--- src/hdl/fetch_consts.svh ---
`ifndef FETCH_CONSTS_SVH
`define FETCH_CONSTS_SVH

// Datapath and channel file geometry
`define FETCH_DATA_WIDTH 16
`define FETCH_N_CHANNELS 16
`define FETCH_CHAN_BITS 4

// Per-channel count of writes still in flight
`define FETCH_PEND_BITS 4

`define FETCH_OP_BITS 5
`define FETCH_COMMIT_BITS 9

// Constant sources, valid when src_reg is set
`define FETCH_SRC_QUARTER 3
`define FETCH_SRC_HALF 4

`endif

--- src/hdl/fetch_pkg.sv ---
`include "fetch_consts.svh"

package fetch_pkg;

	typedef logic signed [`FETCH_DATA_WIDTH - 1 : 0] data_t;
	typedef logic [`FETCH_CHAN_BITS - 1 : 0] chan_t;
	typedef logic [`FETCH_COMMIT_BITS - 1 : 0] commit_t;

	// Where one operand is fetched from
	typedef struct packed {
		chan_t src;                   // Channel, register or constant code
		logic src_reg;                // Register or constant instead of channel
		logic arg_needed;
	} operand_sel_t;

	// Instruction as it moves from slot to slot, index 0 is operand a
	typedef struct packed {
		logic [`FETCH_OP_BITS - 1 : 0] operation;
		chan_t dest;
		logic writes_channel;
		data_t register_0;
		data_t register_1;
		operand_sel_t [2 : 0] sel;
		data_t [2 : 0] arg;           // Filled in by the owning slot
	} fetch_instr_t;

	typedef struct packed {
		logic [`FETCH_OP_BITS - 1 : 0] operation;
		chan_t dest;
		logic writes_channel;
		data_t arg_a;
		data_t arg_b;
		data_t arg_c;
		commit_t commit_id;
	} fetch_result_t;

endpackage

--- src/hdl/fetch_if.sv ---
interface fetch_if import fetch_pkg::*; ();

	logic valid;
	logic ready;
	fetch_instr_t instr;

	// Transfer when valid and ready are both high
	modport source (
		output valid,
		output instr,
		input ready
	);

	modport sink (
		input valid,
		input instr,
		output ready
	);

endinterface

--- src/hdl/channel_file.sv ---
`include "fetch_consts.svh"

module channel_file import fetch_pkg::*; (
	input logic clk,
	input logic reset,

	input logic write_enable,
	input chan_t write_addr,
	input data_t write_val,

	input chan_t read_addr_a,
	input chan_t read_addr_b,
	input chan_t read_addr_c,
	output data_t read_val_a,
	output data_t read_val_b,
	output data_t read_val_c
);

	data_t channels [`FETCH_N_CHANNELS];

	always_ff @(posedge clk) begin
		if (reset) begin
			for (int i = 0; i < `FETCH_N_CHANNELS; i++) begin
				channels[i] <= '0;
			end
		end else if (write_enable) begin
			channels[write_addr] <= write_val;
		end
	end

	// One read port per operand slot
	assign read_val_a = channels[read_addr_a];
	assign read_val_b = channels[read_addr_b];
	assign read_val_c = channels[read_addr_c];

endmodule

--- src/hdl/operand_slot.sv ---
`include "fetch_consts.svh"

module operand_slot import fetch_pkg::*; #(
	parameter int slot_index = 0,
	parameter bit assigns_commit = 1'b0
) (
	input logic clk,
	input logic reset,

	fetch_if.sink up,
	fetch_if.source down,

	output logic res_valid,
	input logic res_ready,
	output fetch_result_t res,

	output chan_t read_addr,
	input data_t read_val,

	input logic write_enable,
	input chan_t write_addr,
	input data_t write_val
);

	logic [`FETCH_PEND_BITS - 1 : 0] pend [`FETCH_N_CHANNELS];
	logic [`FETCH_PEND_BITS - 1 : 0] pend_next [`FETCH_N_CHANNELS];
	logic [`FETCH_N_CHANNELS - 1 : 0] busy_bits;

	logic busy;                       // Instruction parked in hold
	fetch_instr_t hold;

	logic out_valid;
	fetch_instr_t out_instr;
	commit_t out_commit;
	commit_t commit_count;

	fetch_instr_t live;
	fetch_instr_t next_instr;
	operand_sel_t sel;
	data_t reg_value;
	data_t fetched;

	logic forward_hit;
	logic needs_stall;
	logic out_ready;
	logic out_free;
	logic take;
	logic latch;
	logic load_out;
	logic adds_pending;

	assign live = busy ? hold : up.instr;
	assign sel = live.sel[slot_index];
	assign read_addr = sel.src;

	// Last awaited write lands this cycle
	assign forward_hit = write_enable && write_addr == sel.src && pend[sel.src] == 1;
	assign needs_stall = sel.arg_needed && !sel.src_reg && busy_bits[sel.src] && !forward_hit;

	always_comb begin
		case (sel.src)
			0: reg_value = live.register_0;
			1: reg_value = live.register_1;
			`FETCH_SRC_QUARTER: reg_value = data_t'(1) << (`FETCH_DATA_WIDTH - 2);
			`FETCH_SRC_HALF: reg_value = data_t'(1) << (`FETCH_DATA_WIDTH - 1);
			default: reg_value = '0;
		endcase
	end

	always_comb begin
		if (!sel.arg_needed)
			fetched = '0;
		else if (sel.src_reg)
			fetched = reg_value;
		else if (busy_bits[sel.src])
			fetched = write_val;          // Only taken on a forward hit
		else
			fetched = read_val;
	end

	always_comb begin
		next_instr = live;
		next_instr.arg[slot_index] = fetched;
	end

	assign out_ready = assigns_commit ? res_ready : down.ready;
	assign out_free = !out_valid || out_ready;
	assign up.ready = !busy && out_free;

	assign take = up.valid && up.ready;
	assign latch = take && needs_stall;
	assign load_out = busy ? (!needs_stall && out_free) : (take && !needs_stall);
	assign adds_pending = load_out && live.writes_channel;

	// Scoreboard counts writes from instructions already past this slot
	always_comb begin
		for (int i = 0; i < `FETCH_N_CHANNELS; i++) begin
			pend_next[i] = pend[i];
			if (adds_pending && live.dest == chan_t'(i))
				pend_next[i] = pend_next[i] + 1'b1;
			if (write_enable && write_addr == chan_t'(i) && pend[i] != '0)
				pend_next[i] = pend_next[i] - 1'b1;
		end
	end

	always_ff @(posedge clk) begin
		if (reset) begin
			pend <= '{default: '0};
			busy_bits <= '0;
			busy <= 1'b0;
			out_valid <= 1'b0;
			commit_count <= '0;
		end else begin
			pend <= pend_next;
			for (int i = 0; i < `FETCH_N_CHANNELS; i++) begin
				busy_bits[i] <= pend_next[i] != '0;
			end

			if (latch)
				busy <= 1'b1;
			else if (load_out)
				busy <= 1'b0;

			if (load_out)
				out_valid <= 1'b1;
			else if (out_ready)
				out_valid <= 1'b0;

			if (assigns_commit && adds_pending)
				commit_count <= commit_count + 1'b1;
		end
	end

	always_ff @(posedge clk) begin
		if (latch)
			hold <= up.instr;

		if (load_out) begin
			out_instr <= next_instr;
			out_commit <= commit_count;   // Non-writers do not consume an id
		end
	end

	assign down.valid = out_valid;
	assign down.instr = out_instr;

	assign res_valid = out_valid;
	assign res = '{
		operation: out_instr.operation,
		dest: out_instr.dest,
		writes_channel: out_instr.writes_channel,
		arg_a: out_instr.arg[0],
		arg_b: out_instr.arg[1],
		arg_c: out_instr.arg[2],
		commit_id: out_commit
	};

endmodule

--- src/hdl/skid_buffer.sv ---
module skid_buffer import fetch_pkg::*; (
	input logic clk,
	input logic reset,

	input logic in_valid,
	output logic in_ready,
	input fetch_result_t in_res,

	output logic out_valid,
	input logic out_ready,
	output fetch_result_t out_res
);

	fetch_result_t entries [2];
	logic wr_ptr;
	logic rd_ptr;
	logic [1 : 0] count;

	logic empty;
	logic push;
	logic pop;

	assign empty = count == 2'd0;
	assign in_ready = count != 2'd2;

	// Falls through when empty
	assign out_valid = !empty || in_valid;
	assign out_res = empty ? in_res : entries[rd_ptr];

	assign push = in_valid && in_ready && !(empty && out_ready);
	assign pop = !empty && out_ready;

	always_ff @(posedge clk) begin
		if (reset) begin
			wr_ptr <= 1'b0;
			rd_ptr <= 1'b0;
			count <= 2'd0;
		end else begin
			if (push)
				wr_ptr <= !wr_ptr;
			if (pop)
				rd_ptr <= !rd_ptr;

			case ({push, pop})
				2'b10: count <= count + 2'd1;
				2'b01: count <= count - 2'd1;
				default: count <= count;
			endcase
		end
	end

	always_ff @(posedge clk) begin
		if (push)
			entries[wr_ptr] <= in_res;
	end

endmodule

--- src/hdl/operand_fetch_stage.sv ---
`include "fetch_consts.svh"

module operand_fetch_stage import fetch_pkg::*; (
	input logic clk,
	input logic reset,

	input logic in_valid,
	output logic in_ready,
	input logic [`FETCH_OP_BITS - 1 : 0] operation_in,
	input chan_t dest_in,
	input logic writes_channel_in,
	input data_t register_0_in,
	input data_t register_1_in,
	input chan_t src_a_in,
	input chan_t src_b_in,
	input chan_t src_c_in,
	input logic src_a_reg_in,
	input logic src_b_reg_in,
	input logic src_c_reg_in,
	input logic arg_a_needed_in,
	input logic arg_b_needed_in,
	input logic arg_c_needed_in,

	output logic out_valid,
	input logic out_ready,
	output logic [`FETCH_OP_BITS - 1 : 0] operation_out,
	output chan_t dest_out,
	output logic writes_channel_out,
	output data_t arg_a_out,
	output data_t arg_b_out,
	output data_t arg_c_out,
	output commit_t commit_id_out,

	input logic channel_write_enable,
	input chan_t channel_write_addr,
	input data_t channel_write_val
);

	fetch_if head_if ();
	fetch_if ab_if ();
	fetch_if bc_if ();
	fetch_if tail_if ();              // Slot c hands off through res instead

	chan_t read_addr_a;
	chan_t read_addr_b;
	chan_t read_addr_c;
	data_t read_val_a;
	data_t read_val_b;
	data_t read_val_c;

	logic res_valid;
	logic skid_ready;
	fetch_result_t slot_res;
	fetch_result_t out_res;

	assign head_if.valid = in_valid;
	assign in_ready = head_if.ready;
	assign head_if.instr = '{
		operation: operation_in,
		dest: dest_in,
		writes_channel: writes_channel_in,
		register_0: register_0_in,
		register_1: register_1_in,
		sel: '{
			'{src_c_in, src_c_reg_in, arg_c_needed_in},
			'{src_b_in, src_b_reg_in, arg_b_needed_in},
			'{src_a_in, src_a_reg_in, arg_a_needed_in}
		},
		arg: '0
	};

	assign tail_if.ready = 1'b0;

	channel_file i_channels (
		.clk(clk),
		.reset(reset),
		.write_enable(channel_write_enable),
		.write_addr(channel_write_addr),
		.write_val(channel_write_val),
		.read_addr_a(read_addr_a),
		.read_addr_b(read_addr_b),
		.read_addr_c(read_addr_c),
		.read_val_a(read_val_a),
		.read_val_b(read_val_b),
		.read_val_c(read_val_c)
	);

	operand_slot #(.slot_index(0), .assigns_commit(1'b0)) i_slot_a (
		.clk(clk),
		.reset(reset),
		.up(head_if),
		.down(ab_if),
		.res_valid(),
		.res_ready(1'b0),
		.res(),
		.read_addr(read_addr_a),
		.read_val(read_val_a),
		.write_enable(channel_write_enable),
		.write_addr(channel_write_addr),
		.write_val(channel_write_val)
	);

	operand_slot #(.slot_index(1), .assigns_commit(1'b0)) i_slot_b (
		.clk(clk),
		.reset(reset),
		.up(ab_if),
		.down(bc_if),
		.res_valid(),
		.res_ready(1'b0),
		.res(),
		.read_addr(read_addr_b),
		.read_val(read_val_b),
		.write_enable(channel_write_enable),
		.write_addr(channel_write_addr),
		.write_val(channel_write_val)
	);

	operand_slot #(.slot_index(2), .assigns_commit(1'b1)) i_slot_c (
		.clk(clk),
		.reset(reset),
		.up(bc_if),
		.down(tail_if),
		.res_valid(res_valid),
		.res_ready(skid_ready),
		.res(slot_res),
		.read_addr(read_addr_c),
		.read_val(read_val_c),
		.write_enable(channel_write_enable),
		.write_addr(channel_write_addr),
		.write_val(channel_write_val)
	);

	skid_buffer i_skid (
		.clk(clk),
		.reset(reset),
		.in_valid(res_valid),
		.in_ready(skid_ready),
		.in_res(slot_res),
		.out_valid(out_valid),
		.out_ready(out_ready),
		.out_res(out_res)
	);

	assign operation_out = out_res.operation;
	assign dest_out = out_res.dest;
	assign writes_channel_out = out_res.writes_channel;
	assign arg_a_out = out_res.arg_a;
	assign arg_b_out = out_res.arg_b;
	assign arg_c_out = out_res.arg_c;
	assign commit_id_out = out_res.commit_id;

endmodule

--- config.mk ---
export PLATFORM = sky130hd
export DESIGN_NAME = operand_fetch_stage
export DESIGN_NICKNAME = d
export VERILOG_FILES = /design/src/hdl/fetch_pkg.sv /design/src/hdl/fetch_if.sv /design/src/hdl/channel_file.sv /design/src/hdl/operand_slot.sv /design/src/hdl/skid_buffer.sv /design/src/hdl/operand_fetch_stage.sv
export VERILOG_INCLUDE_DIRS = /design/src /design/src/hdl
export SDC_FILE = /design/constraint.sdc
export NUM_CORES = 2
export LEC_CHECK = 0
export BUFFER_PORTS_ARGS = -buffer_cell sky130_fd_sc_hd__buf_2
export CORE_ASPECT_RATIO = 0.75
export CORE_MARGIN = 3
export CORE_UTILIZATION = 56
export DETAILED_ROUTE_END_ITERATION = 10
export PLACE_DENSITY = 0.83
export SKIP_CTS_REPAIR_TIMING = 1
export SYNTH_ARGS = -nofsm -noshare
export SYNTH_HDL_FRONTEND = slang
export SYNTH_SLANG_ARGS = --single-unit
--- constraint.sdc ---
create_clock -name clk -period 22.6 [get_ports clk]
set_input_delay 4.52 -clock clk [delete_from_list [all_inputs] [get_ports clk]]
set_output_delay 4.52 -clock clk [all_outputs]
set_load 0.03 [all_outputs]
==> results.md <==
* Status: finished, final reports clean
* Main synth FF type: edfxtp_1
* Top routing layer used: met5
* Final Cycle Share at 40.0%
* CTS tree: yes
* Effective utilization at floorplan at 57.1%
* Hold Violations, Final at 0
* Mean Syn Cell Area at 10.9 µm²
* Number of buffers and inverters on the critical path at 4
* Critical Path End Type: register
* CTS Buf Count at 101
* Post-synthesis sequential area ratio at 51.9%
* Antenna Nets Post-Route at 0
* Async SR Flop Fraction at 0%
* Placed Instances at 6512
* Worst Path Required at 23180 ps
* Register area at 29800 µm²
* Fmax at 111 MHz
* CP most frequent cell: buf_4
* Global-route wire length before repair at 257 mm
* H-tree levels at 3
* Unrepaired setup endpoints after global routing: no
* Total negative slack at 0 ps
* Post-Syn Nets at 5500
* Period minus WS final at 9030 ps
* Total iterations of the first detailed-routing run at 9
* RePlAce Congestion at 0.965
* Largest net degree at the start of global routing at 141
* CP delay by family, top: buffers and inverters
* M1 WL at 65.4 mm
* YS warnings at 0
* Clock Skew at 67.5 ps
* Peak supply drop at 0.0554 mV
* Relative slew margins at 14.6%
* Layout cell share with drive strength beyond 1 at 13.7%
* Post-synthesis register bit count at 1077
* DP HPWL at 113 mm
* Via/cell ratio at 6.64
* Kind of critical path: primary input to register
* Final Max Slew Viols at 0
* Critical-path cell list: buf_2 -> mux2_4 -> buf_4 -> mux2_2 -> o22ai_1 -> nor3_1 -> o21a_1 -> a21o_1 -> clkinv_2 -> buf_4 -> nand3_1 -> xnor2_1 -> nor2_1 -> or4_1
* Gr usage total at 31.2%
* DIE AREA at 106000 µm²
* Layout fillers at 7406
* Hold Worst Slack at 443 ps
* Synthesized area at 57300 µm²
* Most common cell after layout, fill and taps aside: edfxtp_1
* LEAKAGE at 21.9 nW
* # rows at 100
* Multi-input logic area at 25900 µm²
* Core Area at 100000 µm²
* Die Wd at 375 µm
* Worst-Skew Late Latency at 720 ps
* Area grow syn2layout at 9.48%
* Clk sink count at 1077
* Setup slack, reg-to-reg at 15860 ps
* Finished Layout Cells at 6713
* DP Area at 59200 µm²
* Die H at 283 µm
* Power Density at 72.5 nW/µm²
* Post-synth EDFFs at 817
* Post-Syn Instances at 5269
* Least-Margin Pin Slew at 1280 ps
* Via Count at 44600
* Design Power at 4.55 mW
* Hold Crit Class: register to register
* Startpoint type of the worst setup path: primary input
* Routed wire length at 172 mm
* Root Driver: clkbuf_16
* Port buffer count at 153
* Clk slew on worst S/H paths at 70 ps
* Met2 wire len at 72.1 mm
* Initial antenna violation count at 11
* Design Area, Final at 62700 µm²
* Vias in the first global route at 42000
* Count of max-cap constraint violations at 0
* Grt ovf at 0
* Slowest cell on the critical path: buf_4
* Max stage delay on crit path at 770 ps
* CTS Buffer Depth at 3
* Finish-stage setup viols at 0
* Iteration-0 DRC Markers at 6830
* Post-route DRC at 0
* WL met3 at 26.9 mm
* Unique masters post-synth at 100
* I/O pin cnt at 154
* Critical Path Fanout Max at 61
* Nets@finish at 5520
* Worst EP arrival at 9610 ps
* WL/cell at 25.7 µm
* Most frequent cells in the layout: 817 x edfxtp_1, 663 x nand2_1, 397 x nor2_1
## state kept, by name, summed over array words and instances (netlist names), 58 cells and up, named ones only
name	flops
i_channels.channels	256
i_skid.entries	134
i_slot_b.down.instr	80
i_slot_c.hold	80
i_slot_a.down.instr	70
i_slot_b.hold	70
i_slot_a.pend	64
i_slot_b.pend	64
i_slot_c.pend	64
i_slot_a.hold	60
i_slot_c.down.instr	58
## stage by stage
step / utilization (%) / setup slack [ps]
2_1_floorplan: - / 10820
4_1_cts: 62.5 / 13680
3_3_place_gp: 59.0 / 13090
5_1_grt: 62.5 / 13350
6_report: 62.5 / 13570
3_5_place_dp: 59.0 / 12950
## Yosys cell counts (all sizes together), types with 28 or more instances
cell type  count  area [µm²]
or4           36         270
nor3          86         430
a311oi        52         455
edfxtp       817       24500
mux4          77        1730
dfxtp        260        5200
nor4b         37         324
nand4         35         219
o211ai        62         475
buf           97         443
a31oi         40         250
a21oi        301        1570
nand2b        36         225
nor2         406        1530
nor4          28         205
mux2         192        2170
xor2          69         604
nand2        664        2490
nand3        175         881
ha           146        1830
and3          81         507
mux2i        224        2310
xnor2        190        1660
o21ai         86         442
o22ai         44         275
a211oi        46         378
clkbuf       200         751
and2         293        1830
inv          154         578
nor2b         47         294
## area by class of cell
cell class	instances	share of cell area, %
clock buffers	119	4.25
clock inverters	70	1.38
diodes	12	0.0479
flip-flops and latches	1077	47.4
repair buffers	214	1.98
well taps	1326	2.64
multi-input cells	3740	41.3
inverters	155	0.929
## final timing paths
kind	startpoint	end	cells past startpoint
worst max-delay path	src_a_in[0]	i_slot_a.busy_bits[15]	14
worst min-delay path	i_slot_a.down.instr[94]	i_slot_b.hold[94]	0
worst max register to register	i_slot_c.busy	i_slot_c.hold[3]	10
worst min register to register	i_slot_a.down.instr[94]	i_slot_b.hold[94]	0
## routing by layer
metal  vias to the layer above  track usage, %
met3                       660            10.6
met2                      3500            44.8
met5                         -               0
met1                     21200            43.5
li1                      19300               -
met4                         2            12.7
## kinds of logic (layout without fill, tap and decap cells)
kind of cell | count (synthesis) | after routing | synth area share, %
compound gates | 815 | 815 | 9.57
xor+xnor | 262 | 262 | 4.08
fa+ha+maj | 146 | 146 | 3.19
buf+inv | 452 | 558 | 3.10
flops | 1077 | 1077 | 51.9
mux | 493 | 493 | 10.8
other cells | 0 | 12 | 0
simple gates | 2024 | 2024 | 17.3
## report_power, final
group          internal, mW  switching (mW)
Clock                  1.02           0.803
Combinational         0.145           0.335
Sequential             2.19          0.0514
Note: power is estimated with default switching activity, not from simulation.
